==> config.mk <==
export PLATFORM = sky130hd
export DESIGN_NAME = wrr_result_flat
export DESIGN_NICKNAME = d
export VERILOG_FILES = /design/src/logic/wrr_pkg.sv /design/src/logic/wrr_ifs.sv /design/src/logic/wrr_result.sv /design/src/flat_wrapper.sv
export VERILOG_INCLUDE_DIRS = /design/src /design/src/include
export SDC_FILE = /design/constraint.sdc
export NUM_CORES = 1
export LEC_CHECK = 0
export ABC_AREA = 1
export ABC_CLOCK_PERIOD_IN_PS = 1100
export BUFFER_PORTS_ARGS = -buffer_cell sky130_fd_sc_hd__buf_4
export CORE_ASPECT_RATIO = 1.75
export CORE_UTILIZATION = 42
export DETAILED_ROUTE_END_ITERATION = 6
export PLACE_DENSITY = 0.83
export SYNTH_ARGS = -nofsm -noshare
export SYNTH_HDL_FRONTEND = slang
export SYNTH_SLANG_ARGS = --single-unit
==> constraint.sdc <==
create_clock -name clk_cp -period 1.1 [get_ports clk_cp]
set_input_delay 0.22 -clock clk_cp [delete_from_list [all_inputs] [get_ports clk_cp]]
set_output_delay 0.22 -clock clk_cp [all_outputs]
set_load 0.05 [all_outputs]
==> src/include/wrr_macros.svh <==
`ifndef WRR_MACROS_SVH
`define WRR_MACROS_SVH

////////////////////////////////////////
// Flow table dimensions
////////////////////////////////////////

`define WRR_PORT_CNT   5     // nf0..nf3 plus the CPU port
`define WRR_CLASS_W    5
`define WRR_CLASS_CNT  32    // Classes per port
`define WRR_FLOW_CNT   (`WRR_PORT_CNT * `WRR_CLASS_CNT)

////////////////////////////////////////
// Field widths
////////////////////////////////////////

`define WRR_PORT_W     8     // One-hot port byte from the pipeline
`define WRR_INDEX_W    8     // 3-bit port id, then the class
`define WRR_WEIGHT_W   8
`define WRR_ROUND_W    11
`define WRR_OVF_W      2

// Last round before the overflow count steps
`define WRR_ROUND_MAX  11'd2047

`endif
==> src/logic/wrr_pkg.sv <==
`include "wrr_macros.svh"

package wrr_pkg;

   // Port id in the upper bits, class in the lower bits
   typedef logic [`WRR_INDEX_W-1:0] flow_id_t;

   // Rank handed to the PIFO, compared as one number
   typedef struct packed {
      logic [`WRR_OVF_W-1:0]   ovf;
      logic [`WRR_ROUND_W-1:0] round;
      logic [`WRR_CLASS_W-1:0] cls;
   } rank_t;

   // Per-flow scheduling state
   typedef struct packed {
      logic [`WRR_OVF_W-1:0]    ovf;
      logic [`WRR_ROUND_W-1:0]  round;
      logic [`WRR_WEIGHT_W-1:0] weight;
   } flow_state_t;

   // Value returned on the CPU channel
   typedef struct packed {
      logic [`WRR_OVF_W-1:0]    ovf;
      logic [`WRR_ROUND_W-1:0]  round;
      logic [`WRR_WEIGHT_W-1:0] cfg;      // Configured weight
      logic [`WRR_WEIGHT_W-1:0] weight;   // Packets sent in the current round
   } cpu_val_t;

endpackage

==> src/logic/wrr_ifs.sv <==
`timescale 1ns/1ps
`include "wrr_macros.svh"


// Execute results, execute stage to output stage
interface wrr_res_if import wrr_pkg::*; ();
   logic                     rank_valid;
   flow_state_t              state;       // Flow state after the packet
   logic [`WRR_CLASS_W-1:0]  rank_class;
   logic                     rsp_valid;
   logic                     rsp_write;
   flow_id_t                 rsp_index;
   flow_state_t              rsp_state;   // Snapshot before any packet update
   logic [`WRR_WEIGHT_W-1:0] rsp_cfg;
   logic                     rsp_ok;

   modport exe (output rank_valid, state, rank_class,
                output rsp_valid, rsp_write, rsp_index, rsp_state, rsp_cfg, rsp_ok);
   modport res (input rank_valid, state, rank_class,
                input rsp_valid, rsp_write, rsp_index, rsp_state, rsp_cfg, rsp_ok);
endinterface

==> src/logic/wrr_result.sv <==
`timescale 1ns/1ps
`include "wrr_macros.svh"

module wrr_result
   import wrr_pkg::*;
(
   input  logic   clk_cp,
   input  logic   rst,
   wrr_res_if.res res,
   output logic   rank_valid_o,
   output rank_t  rank_o,
   output logic   cpu_valid_o,
   output flow_id_t cpu_index_o,
   output cpu_val_t cpu_val_o
);

   rank_t    rank_nxt;
   cpu_val_t val_nxt;

   always_comb
   begin
      rank_nxt.ovf   = res.state.ovf;
      rank_nxt.round = res.state.round;
      rank_nxt.cls   = res.rank_class;
   end

   // Write echoes the new weight with overflow held at zero
   always_comb
   begin
      val_nxt = '0;
      if (res.rsp_ok)
      begin
         val_nxt.round  = res.rsp_state.round;
         val_nxt.cfg    = res.rsp_cfg;
         val_nxt.weight = res.rsp_state.weight;
         if (!res.rsp_write)
         begin
            val_nxt.ovf = res.rsp_state.ovf;
         end
      end
   end

   always_ff @(posedge clk_cp)
   begin
      if (!rst)
      begin
         rank_valid_o <= 1'b0;
         rank_o       <= '0;
         cpu_valid_o  <= 1'b0;
         cpu_index_o  <= '0;
         cpu_val_o    <= '0;
      end
      else
      begin
         rank_valid_o <= res.rank_valid;
         rank_o       <= res.rank_valid ? rank_nxt : '0;
         cpu_valid_o  <= res.rsp_valid;
         cpu_index_o  <= res.rsp_valid ? res.rsp_index : '0;
         cpu_val_o    <= res.rsp_valid ? val_nxt : '0;
      end
   end

endmodule

==> src/flat_wrapper.sv <==
// flat-port wrapper written by rule: the top's interface ports become plain ports
module wrr_result_flat import wrr_pkg::*;
  (clk_cp, rst, rank_valid_o, rank_o, cpu_valid_o, cpu_index_o, cpu_val_o, res_rank_valid, res_state, res_rank_class, res_rsp_valid, res_rsp_write, res_rsp_index, res_rsp_state, res_rsp_cfg, res_rsp_ok);
  wrr_res_if res_i ();
  input  logic clk_cp;
  input  logic rst;
  output logic rank_valid_o;
  output rank_t rank_o;
  output logic cpu_valid_o;
  output flow_id_t cpu_index_o;
  output cpu_val_t cpu_val_o;
  input wire logic [$bits(res_i.rank_valid)-1:0] res_rank_valid;
  input wire logic [$bits(res_i.state)-1:0] res_state;
  input wire logic [$bits(res_i.rank_class)-1:0] res_rank_class;
  input wire logic [$bits(res_i.rsp_valid)-1:0] res_rsp_valid;
  input wire logic [$bits(res_i.rsp_write)-1:0] res_rsp_write;
  input wire logic [$bits(res_i.rsp_index)-1:0] res_rsp_index;
  input wire logic [$bits(res_i.rsp_state)-1:0] res_rsp_state;
  input wire logic [$bits(res_i.rsp_cfg)-1:0] res_rsp_cfg;
  input wire logic [$bits(res_i.rsp_ok)-1:0] res_rsp_ok;
  assign res_i.rank_valid = res_rank_valid;
  assign res_i.state = res_state;
  assign res_i.rank_class = res_rank_class;
  assign res_i.rsp_valid = res_rsp_valid;
  assign res_i.rsp_write = res_rsp_write;
  assign res_i.rsp_index = res_rsp_index;
  assign res_i.rsp_state = res_rsp_state;
  assign res_i.rsp_cfg = res_rsp_cfg;
  assign res_i.rsp_ok = res_rsp_ok;
  wrr_result u_core (.clk_cp(clk_cp), .rst(rst), .res(res_i), .rank_valid_o(rank_valid_o), .rank_o(rank_o), .cpu_valid_o(cpu_valid_o), .cpu_index_o(cpu_index_o), .cpu_val_o(cpu_val_o));
endmodule
# Word-level counts from Yosys, hierarchy flattened
# Index checks and enable logic that the tools add are counted.
[op_classes]
n_bitwise = 3
reduce_logical = 4
[op_table]
columns = ["cell", "count"]
rows = [
  ["AND reduction 2 bit", 2],
  ["OR reduction 4 bit", 1],
  ["inverter 1 bit", 3],
  ["AND reduction 3 bit", 1],
]
[totals]
regBits = 57
elab_cells = 17
in_bits = 69
out_inout_bits = 57

# Longest topological paths before layout
[logic_depth]
word_depth = 2
depth_mapped = 5
depth_no_buf = 4

# Worst setup path after synthesis
# No wires, ideal clock.
[synth_timing]
path_kind = "reg-to-output"
from = "reg u_core.cpu_index_o[0]"
to = "out cpu_index_o[0]"
required_time_ps = 880
arrival_ps = 587
setup_slack_ps = 293
path_stages_with_launch = 1
path_buffers = 0
path_cell_list = "dfxtp_1"
[synth_rtl]
columns = ["item", "line", "text"]
rows = [
  ["from (decl)", "wrr_result.sv:13", "output flow_id_t cpu_index_o,"],
  ["from (signal assigned)", "wrr_result.sv:58", "cpu_index_o <= res.rsp_valid ? res.rsp_index : '0;"],
  ["to (decl)", "flat_wrapper.sv:10", "output flow_id_t cpu_index_o;"],
]
# No word-level cell between the ends.

# Worst setup path after layout
[layout_timing]
from = "reg u_core.cpu_index_o[1]"
to = "out cpu_index_o[1]"
# No word-level cell between the ends.

==> impl_metrics.ini <==
[place]
pre_cts_slack_ns = 0.1610
dp_hpwl_mm = 2.757
dpl_cell_area_um2 = 2609
gp_congestion = 0.6713
portBuffers = 117
place_inst = 341

[clock_tree]
htreeDepth = 3
clock-root-buffer = clkbuf_8
cts_sinks = 57
numCtsBuffers = 9
cts_setup_buffers = 0
post_cts_resize_count = 0
holdBufCountCts = 0
cts.path.max_buffers = 2
clk_pin_slew_worst_paths_ns = 0.06
cts_tree = yes

[sta]
finalSetupViolations = 0
layout_setup_ws_ns = 0.05078
fmax_mhz = 953.1
slew-limit-headroom_pct = 77.35
timing.setup.tns_ns = 0
worst_slew_pin_slew_ns = 0.3386
rsz0062_at_grt = false
layout_worst_path_cycle_share_pct = 95.38
period_needed_ns = 1.049
maxSlewViolCount = 0
finalHoldViolCount = 0
whs_ns = 0.1128

[detailed_routing]
top_layer_used = met4
met3_length_um = 315
drt_iter0_markers = 29
route.met2.wl_mm = 1.981
drtPass1Iterations = 4
drtAntennaViolNets = 0
routed_wl_mm = 3.638
drc = 0
dr_total_vias = 1408
wl_per_cell_um = 10.19
vias_per_cell = 3.944
met1_length_mm = 1.221

[synthesis]
syn_area_um2 = 1675
synth_top_area_share_pct = 68.11
yosysUniqueCellTypes = 11
synth-seq-area-share_pct = 68.11
synth-seq-cells = 57
avgSynthCellArea_um2 = 9.412
yosys.area.top_type = dfxtp_1
synth-warning-count = 0
synth.area.top_cells = dfxtp_1 68%, inv_1 13%, nor2_2 7.5%
syn-num-nets = 247
syn_inst = 178

[power_and_ir_drop]
p_per_area_nw_per_um2 = 1687
max-vdd-ir-drop_mv = 1.350
total_power_mw = 4.759
cellLeakagePower_nw = 1.619

[setup_path]
critPathBufInv = 1
cp-end-kind = primary output
worstPathMaxFanout = 1
startpoint_type = register
worstPathRequired_ns = 0.88
path_class = register to primary output
critPathMaxStageDelay_ns = 0.32
crit_arrival_ns = 0.83
critPathTopFamily = flip-flops
worst_path_max_delay_cell = dfxtp_1
path_cells = buf_4

[global_routing]
grt_pass1_vias = 1359
antenna_found_initial = 0
grt_pass1_wl_mm = 5.513
grt_overflow = 0
grt_max_degree = 28
grt_use_total_pct = 17.86

[run_status]
status = finished clean

[floorplan]
design.core.area_um2 = 3829
die_x_um = 49.75
rows = 30
die_area_um2 = 4256
die_height_um = 85.55
boundaryPins = 126
initial_utilization_pct = 43.76

[layout]
fin_nets = 373
layout_commonest_cell = buf_4
postLayoutCoreUtil_pct = 73.66
mostFrequentLayoutCells = 117 x buf_4, 57 x inv_1, 57 x dfxtp_1
n_antenna_cell = 0
drive_above_1_share_pct = 50.49
area_growth_pct = 68.33
final_cell_area_um2 = 2820
fin_cells = 357

[min_path]
hp-class = primary input to register

[run]
drv_cap = 0
## registers in the layout, indices dropped and copies added, names as in the netlist
| signal | cells |
|---|---|
| u_core.rank_valid_o | 1 |
| u_core.cpu_valid_o | 1 |
| u_core.rank_o | 18 |
| u_core.cpu_val_o | 29 |
| u_core.cpu_index_o | 8 |
## metal layers
metal  vias to the layer above  GRT usage, %
met4                         0         14.55
met3                        11         6.915
met5                         -             0
li1                        733             -
met2                        78         31.20
met1                       586         15.58
## path summary, 6_finish.rpt
check	to	depth (start not counted)	start	slack, ns
worst min-delay path	u_core.cpu_val_o[3]	3	res_rsp_state[3]	0.11
worst max-delay path	cpu_index_o[1]	1	u_core.cpu_index_o[1]	0.05
## Yosys cell counts
| library cell | number |
|---|---|
| nor2_2 | 20 |
| nor2_1 | 33 |
| buf_2 | 2 |
| nand2_2 | 1 |
| nor3_1 | 2 |
| nand2_4 | 1 |
| inv_2 | 1 |
| buf_6 | 2 |
| nand2_1 | 2 |
| dfxtp_1 | 57 |
| inv_1 | 57 |
## area by class of cell
class	count	area [µm²]
well taps	48	60.06
fillers	291	1008
inverters	58	217.7
clock buffers	14	172.7
multi-input cells	59	284.0
flip-flops and latches	57	1141
clock inverters	2	35.03
repair buffers	119	909.6
## cells by family (layout without fill, tap and decap cells)
logic type | count (synthesis) | count (layout) | synth area share [%]
flops | 57 | 57 | 68.11
buf+inv | 62 | 193 | 14.94
simple gates | 59 | 59 | 16.95
## power breakdown
part	internal (mW)	total, mW	switching, mW
clock	1.23	1.96	0.733
combinational	0.261	0.643	0.382
sequential	2.13	2.15	0.0181
total	3.63	4.76	1.13
No activity file was read; power rests on OpenSTA's default activity.
