**src/include/wrr_macros.svh**
```systemverilog
`ifndef WRR_MACROS_SVH
`define WRR_MACROS_SVH

////////////////////////////////////////
// Flow table dimensions
////////////////////////////////////////

`define WRR_PORT_CNT   5     // nf0..nf3 plus the CPU port
`define WRR_CLASS_W    5
`define WRR_CLASS_CNT  32    // Classes per port
`define WRR_FLOW_CNT   (`WRR_PORT_CNT * `WRR_CLASS_CNT)

////////////////////////////////////////
// Field widths
////////////////////////////////////////

`define WRR_PORT_W     8     // One-hot port byte from the pipeline
`define WRR_INDEX_W    8     // 3-bit port id, then the class
`define WRR_WEIGHT_W   8
`define WRR_ROUND_W    11
`define WRR_OVF_W      2

// Last round before the overflow count steps
`define WRR_ROUND_MAX  11'd2047

`endif
```
**src/logic/wrr_pkg.sv**
```systemverilog
`include "wrr_macros.svh"

package wrr_pkg;

   // Port id in the upper bits, class in the lower bits
   typedef logic [`WRR_INDEX_W-1:0] flow_id_t;

   // Rank handed to the PIFO, compared as one number
   typedef struct packed {
      logic [`WRR_OVF_W-1:0]   ovf;
      logic [`WRR_ROUND_W-1:0] round;
      logic [`WRR_CLASS_W-1:0] cls;
   } rank_t;

   // Per-flow scheduling state
   typedef struct packed {
      logic [`WRR_OVF_W-1:0]    ovf;
      logic [`WRR_ROUND_W-1:0]  round;
      logic [`WRR_WEIGHT_W-1:0] weight;
   } flow_state_t;

   // Value returned on the CPU channel
   typedef struct packed {
      logic [`WRR_OVF_W-1:0]    ovf;
      logic [`WRR_ROUND_W-1:0]  round;
      logic [`WRR_WEIGHT_W-1:0] cfg;      // Configured weight
      logic [`WRR_WEIGHT_W-1:0] weight;   // Packets sent in the current round
   } cpu_val_t;

endpackage

```
**src/logic/wrr_ifs.sv**
```systemverilog
`timescale 1ns/1ps
`include "wrr_macros.svh"

// Decoded requests, decode stage to execute stage
interface wrr_req_if import wrr_pkg::*; ();
   logic                     pkt_valid;
   flow_id_t                 flow_id;
   logic [`WRR_CLASS_W-1:0]  pkt_class;
   logic                     cpu_write;
   logic                     cpu_read;
   flow_id_t                 cpu_index;
   logic [`WRR_WEIGHT_W-1:0] cpu_weight;
   logic                     index_ok;    // Index inside the flow table

   modport dec (output pkt_valid, flow_id, pkt_class,
                output cpu_write, cpu_read, cpu_index, cpu_weight, index_ok);
   modport exe (input pkt_valid, flow_id, pkt_class,
                input cpu_write, cpu_read, cpu_index, cpu_weight, index_ok);
endinterface


```
**src/logic/wrr_decode.sv**
```systemverilog
`timescale 1ns/1ps
`include "wrr_macros.svh"

module wrr_decode
   import wrr_pkg::*;
(
   input  logic                     clk_cp,
   input  logic                     rst,
   input  logic                     pkt_valid_i,
   input  logic [`WRR_PORT_W-1:0]   pkt_port_i,
   input  logic [`WRR_CLASS_W-1:0]  pkt_class_i,
   input  logic                     cpu_valid_i,
   input  logic                     cpu_write_i,
   input  logic                     cpu_read_i,
   input  flow_id_t                 cpu_index_i,
   input  logic [`WRR_WEIGHT_W-1:0] cpu_weight_i,
   wrr_req_if.dec                   req
);

   localparam int PORT_ID_W = `WRR_INDEX_W - `WRR_CLASS_W;

   logic [PORT_ID_W-1:0] port_id;

   // One-hot port byte to port id, stray patterns go to the CPU port
   always_comb
   begin
      case (pkt_port_i)
         8'h01:   port_id = PORT_ID_W'(0);
         8'h04:   port_id = PORT_ID_W'(1);
         8'h10:   port_id = PORT_ID_W'(2);
         8'h40:   port_id = PORT_ID_W'(3);
         default: port_id = PORT_ID_W'(`WRR_PORT_CNT - 1);
      endcase
   end

   ////////////////////////////////////////
   // Request registers
   ////////////////////////////////////////

   always_ff @(posedge clk_cp)
   begin
      if (!rst)
      begin
         req.pkt_valid <= 1'b0;
         req.cpu_write <= 1'b0;
         req.cpu_read  <= 1'b0;
      end
      else
      begin
         req.pkt_valid <= pkt_valid_i;
         req.cpu_write <= cpu_valid_i && cpu_write_i;
         req.cpu_read  <= cpu_valid_i && cpu_read_i && !cpu_write_i;   // Write wins
      end
   end

   always_ff @(posedge clk_cp)
   begin
      req.flow_id    <= {port_id, pkt_class_i};
      req.pkt_class  <= pkt_class_i;
      req.cpu_index  <= cpu_index_i;
      req.cpu_weight <= cpu_weight_i;
      req.index_ok   <= cpu_index_i < `WRR_INDEX_W'(`WRR_FLOW_CNT);
   end

   // CPU side must pick one access type per request
   a_cpu_one_op: assert property (@(posedge clk_cp) disable iff (!rst)
      cpu_valid_i |-> !(cpu_write_i && cpu_read_i));

endmodule

```
**src/flat_wrapper.sv**
```systemverilog
// flat-port wrapper written by rule: the top's interface ports become plain ports
module wrr_decode_flat import wrr_pkg::*;
  (clk_cp, rst, pkt_valid_i, pkt_port_i, pkt_class_i, cpu_valid_i, cpu_write_i, cpu_read_i, cpu_index_i, cpu_weight_i, req_pkt_valid, req_flow_id, req_pkt_class, req_cpu_write, req_cpu_read, req_cpu_index, req_cpu_weight, req_index_ok);
  wrr_req_if req_i ();
  input  logic clk_cp;
  input  logic rst;
  input  logic pkt_valid_i;
  input  logic [`WRR_PORT_W-1:0] pkt_port_i;
  input  logic [`WRR_CLASS_W-1:0] pkt_class_i;
  input  logic cpu_valid_i;
  input  logic cpu_write_i;
  input  logic cpu_read_i;
  input  flow_id_t cpu_index_i;
  input  logic [`WRR_WEIGHT_W-1:0] cpu_weight_i;
  output wire logic [$bits(req_i.pkt_valid)-1:0] req_pkt_valid;
  output wire logic [$bits(req_i.flow_id)-1:0] req_flow_id;
  output wire logic [$bits(req_i.pkt_class)-1:0] req_pkt_class;
  output wire logic [$bits(req_i.cpu_write)-1:0] req_cpu_write;
  output wire logic [$bits(req_i.cpu_read)-1:0] req_cpu_read;
  output wire logic [$bits(req_i.cpu_index)-1:0] req_cpu_index;
  output wire logic [$bits(req_i.cpu_weight)-1:0] req_cpu_weight;
  output wire logic [$bits(req_i.index_ok)-1:0] req_index_ok;
  assign req_pkt_valid = req_i.pkt_valid;
  assign req_flow_id = req_i.flow_id;
  assign req_pkt_class = req_i.pkt_class;
  assign req_cpu_write = req_i.cpu_write;
  assign req_cpu_read = req_i.cpu_read;
  assign req_cpu_index = req_i.cpu_index;
  assign req_cpu_weight = req_i.cpu_weight;
  assign req_index_ok = req_i.index_ok;
  wrr_decode u_core (.clk_cp(clk_cp), .rst(rst), .pkt_valid_i(pkt_valid_i), .pkt_port_i(pkt_port_i), .pkt_class_i(pkt_class_i), .cpu_valid_i(cpu_valid_i), .cpu_write_i(cpu_write_i), .cpu_read_i(cpu_read_i), .cpu_index_i(cpu_index_i), .cpu_weight_i(cpu_weight_i), .req(req_i));
endmodule
```
**config.mk**
```make
export PLATFORM = sky130hd
export DESIGN_NAME = wrr_decode_flat
export DESIGN_NICKNAME = d
export VERILOG_FILES = /design/src/logic/wrr_pkg.sv /design/src/logic/wrr_ifs.sv /design/src/logic/wrr_decode.sv /design/src/flat_wrapper.sv
export VERILOG_INCLUDE_DIRS = /design/src /design/src/include
export SDC_FILE = /design/constraint.sdc
export NUM_CORES = 1
export LEC_CHECK = 0
export BUFFER_PORTS_ARGS = -buffer_cell sky130_fd_sc_hd__buf_2
export CAP_MARGIN = 20
export CORE_MARGIN = 1
export CORE_UTILIZATION = 36
export CTS_BUF_LIST = sky130_fd_sc_hd__clkbuf_16
export CTS_CLUSTER_DIAMETER = 200
export DETAILED_ROUTE_END_ITERATION = 12
export PLACE_DENSITY = 0.79
export RECOVER_POWER = 50
export SETUP_SLACK_MARGIN = 0.4
export SLEW_MARGIN = 20
export SYNTH_ARGS = -nofsm -noshare
export SYNTH_HDL_FRONTEND = slang
export SYNTH_SLANG_ARGS = --single-unit
```
**constraint.sdc**
```tcl
create_clock -name clk_cp -period 1.8 [get_ports clk_cp]
set_input_delay 0.09 -clock clk_cp [delete_from_list [all_inputs] [get_ports clk_cp]]
set_output_delay 0.09 -clock clk_cp [all_outputs]
set_load 0.01 [all_outputs]
```
## Yosys cells after proc, flatten, opt, wreduce, memory -nomap -nowiden

Cells that the tools add are included.

| cells by class | value |
|---|---|
| equality and inequality tests | 4 |
| muxes and demuxes | 1 |
| magnitude comparators | 1 |
| reductions and logical operators | 4 |

Operators by type and width:

| operator | number |
|---|---|
| one-hot mux 3 bit (4 select lines) | 1 |
| == test 8 x 1 -> 1 bit (second input constant) | 1 |
| == test 8 x 3 -> 1 bit (second input constant) | 1 |
| == test 8 x 5 -> 1 bit (second input constant) | 1 |
| == test 8 x 7 -> 1 bit (second input constant) | 1 |
| less-than comparator 8 bit (second input constant) | 1 |
| logical AND 1 bit | 3 |
| logical NOT 1 bit | 1 |

| storage, ports and cells | value |
|---|---|
| input port bits | 35 |
| logic and storage cells | 18 |
| register bits | 33 |
| output and inout port bits | 33 |

## Depth between registers and ports, before layout

| logic depth | value |
|---|---|
| depth in word-level cells | 2 |
| gate-level depth with buffers | 3 |
| depth with buffers taken out | 3 |

## Worst setup path before layout

No wires, ideal clock.

| timing | value |
|---|---|
| path kind | input-to-reg |
| start point | in pkt_port_i[7] |
| end point | reg u_core.req.flow_id[5] |
| arrival | 0.805 ns |
| path buffers | 0 |
| stages | 2 |
| setup slack | 0.903 ns |
| setup time | 0.092 ns |
| path through | or4_4 nor4_1 |

| between the ends | value |
|---|---|
| word-level cells in the longest chain between the ends | 2 |

RTL lines:

| what | line | source |
|---|---|---|
| start: declaration | flat_wrapper.sv:8 | `` input logic [`WRR_PORT_W-1:0] pkt_port_i; `` |
| == test 8 x 7 -> 1 bit, or another cell as far along | wrr_decode.sv:27 | `case (pkt_port_i)` |
| one-hot mux 3 bit (4 select lines) (*) | wrr_decode.sv:27 |  |
| via u_core.port_id[0] | wrr_decode.sv:22 | `logic [PORT_ID_W-1:0] port_id;` |
| end signal: assignment | wrr_decode.sv:58 | `req.flow_id <= {port_id, pkt_class_i};` |
| end: declaration | wrr_ifs.sv:15 | `modport dec (output pkt_valid, flow_id, pkt_class,` |

Mark *: on every way through the listed nets, which the timed path passes. The rest lies on a longest branch.
A chain may end at the register's enable or synchronous reset.

## Worst setup path in the final report

| timing | value |
|---|---|
| start point | in pkt_port_i[7] |
| end point | reg u_core.req.flow_id[6] |

The elaborated chain is that of the path after synthesis.

==> results_dict.tcl <==
set metrics [dict create \
    diodes 0 \
    clock_path_buffers 2 \
    cts_setup_buffers 0 \
    period_minus_slack_ns 0.8724 \
    syn_area_sq_um 693.2 \
    cpPeakStageDelay_ns 0.56 \
    syn_to_final_growth_pct 87.18 \
    powerDensity_nw_per_um2 973.9 \
    clk_pin_slew_ns 0.06 \
    worstSetupPathType "input pin to register" \
    holdCritPathClass "input pin to register" \
    synth_top_cells_by_count "dfxtp_1, buf_4, xnor2_1" \
    switchingPower_w 0.0002364 \
    start_util_pct 39.29 \
    wl_per_cell_um 11.82 \
    worstPathCellList "buf_2 > or4_1 > nor4_1" \
    io_buffers 67 \
    critPathTopFamily "simple AND/OR/NAND/NOR gates" \
    gp_congestion 0.6833 \
    rows 15 \
    tightest_slew_ns 0.2564 \
    final.period_utilization_pct 48.47 \
    yosys.area.top_type "dfxtp_1" \
    synthArstFlopShare_pct 0 \
    fmax_mhz 1146 \
    relSlewSlack_pct 82.75 \
    crit_buf_inv 1 \
    switching_share_pct 18.71 \
    ir_drop_uv 629.2 \
    drc 0 \
    fin_total_pwr_w 0.001264 \
    syn_nets 81 \
    grt_max_degree 15 \
    postRouteAntennaNets 0 \
    first_pass_iters 4 \
    nNetsFinal 169 \
    maxCapViolCount 0 \
    wl_um 1856 \
    design.die.area_sq_um 2105 \
    netlist.area_leader.share_pct 80.87 \
    start_kind "input pin" \
    dieHeight_um 45.88 \
    power_frac_comb_pct 11.3 \
    cts_buffers 3 \
    grt_antenna_before_repair 0 \
    ys_ff_latch 28 \
    core-area_sq_um 1764 \
    cp_slowest_cell "or4_1" \
    grt-ovfl-total 0 \
    seq_area_frac_synth_pct 80.87 \
    cts_sinks 28 \
    htreeDepth 1 \
    p_int_w 0.001027 \
    status "finished, final reports clean" \
    worst_setup_path_end_kind "register" \
    rsz0062_at_grt "no" \
    yosysMostFrequentCell "dfxtp_1" \
    synth_area_leaders "dfxtp_1, buf_4, xnor2_1" \
    via_per_inst 4.204 \
    first_iter_violations 1 \
    synth.avg_cell_area_sq_um 15.07 \
    drive_gt1_share_pct 49.24 \
    finalSetupViolCount 0 \
    tritoncts "yes" \
    yosys_warnings 0 \
    grt_pass1_wl_um 2573 \
    clkPwrFrac_pct 36.7 \
    via_count 660 \
    pwr-share-seq_pct 52.1 \
    cp_max_fo 3 \
    drv_slew 0 \
    grt_usage_pct 17.53 \
    synth_enable_flop_cells 0 \
    first_global_vias 658 \
    finalSetupTns_ns 0 \
    cts-root-buf "clkbuf_16" \
    utilization_pct 73.55 \
    hold_viol_final 0 \
    synthCells 46 \
    worstPathRequired_ns 1.95 \
    n_fill_cell 143 \
    worstPathArrival_ns 1.02 \
    die_x_um 45.88 \
    ios 68 \
    synth_ff_type "dfxtp_1" \
    dpl.hpwl_um 1124 \
    p_leak_nw 0.6451 \
    yosysUniqueCellTypes 11 \
]
## final cells by class
class | instances | area [sq um] | share of cell area (%)
repair buffers | 88 | 539.3 | 41.56
multi-input cells | 13 | 91.34 | 7.040
clock buffers | 3 | 75.07 | 5.786
well taps | 25 | 31.28 | 2.411
flip-flops and latches | 28 | 560.5 | 43.20
## sequential cells by signal, indices dropped and copies added (netlist names)
register               flops
u_core.req.cpu_index       8
u_core.req.pkt_class       2
u_core.req.pkt_valid       1
u_core.req.cpu_read        1
u_core.req.cpu_write       1
u_core.req.index_ok        1
u_core.req.flow_id         6
u_core.req.cpu_weight      8
## path summary, 6_finish.rpt
path | start | slack (ns) | cells after the start | end
hold / removal | pkt_port_i[4] | 0.05 | 2 | u_core.req.flow_id[5]
setup / recovery | pkt_port_i[7] | 0.93 | 3 | u_core.req.flow_id[6]
## routing by layer
layer | GRT usage, % | part of all wire [%] | up-vias
li1 | - | - | 320
met1 | 12.66 | 30 | 290
met2 | 39.15 | 59 | 48
met3 | 5.952 | 10 | 2
met4 | 4.706 | 0.75 | 0
met5 | 0 | 0 | -
## power by group through the flow
| stage | sequential (W) | combinational [W] | clock (W) |
|---|---|---|---|
| after global placement | 0.000669 | 0.000103 | 0 |
| after global routing | 0.000660 | 0.000154 | 0.000495 |
| after CTS | 0.000657 | 0.000142 | 0.000472 |
| final | 0.000658 | 0.000142 | 0.000463 |
| after detailed placement | 0.000671 | 0.000107 | 0 |
| after floorplan | 0.000688 | 0.0000230 | 0 |
## per-stage QoR
stage	cells	setup WS, ns	instance area, sq um	hold WS (ns)
final	157	0.9276	1297	0.04842
after global routing	157	0.8857	1297	0.05688
after detailed placement	133	0.7015	1022	0.1936
after global placement	133	0.7842	1022	0.1925
after floorplan	46	0.9030	693.2	0.1177
after CTS	157	0.9612	1308	0.04392
## timing repair
item                                   4_1_cts  5_1_grt
endpoints found under the hold margin       21        0
resized for setup                            0        0
hold buffers                                21        0
## cells in the final DEF, fill, tap and decap left out, types with 2 or more instances in the layout
| cell type | count |
|---|---|
| dlygate4sd3_1 | 21 |
| clkbuf_16 | 3 |
| xnor2_1 | 3 |
| nor4_1 | 2 |
| buf_2 | 61 |
| dfxtp_1 | 28 |
| nor3_1 | 2 |
| clkbuf_1 | 5 |
## cells by family (layout without fill, tap and decap cells)
| group | count (synthesis) | count (layout) | synth area share [%] |
|---|---|---|---|
| AO/OA/AOI/OAI | 2 | 2 | 1.805 |
| AND/OR/NAND/NOR | 8 | 8 | 8.124 |
| buffers and inverters | 5 | 91 | 5.416 |
| flip-flops | 28 | 28 | 80.87 |
| XOR/XNOR | 3 | 3 | 3.791 |
(Power assumes the default switching activity.)
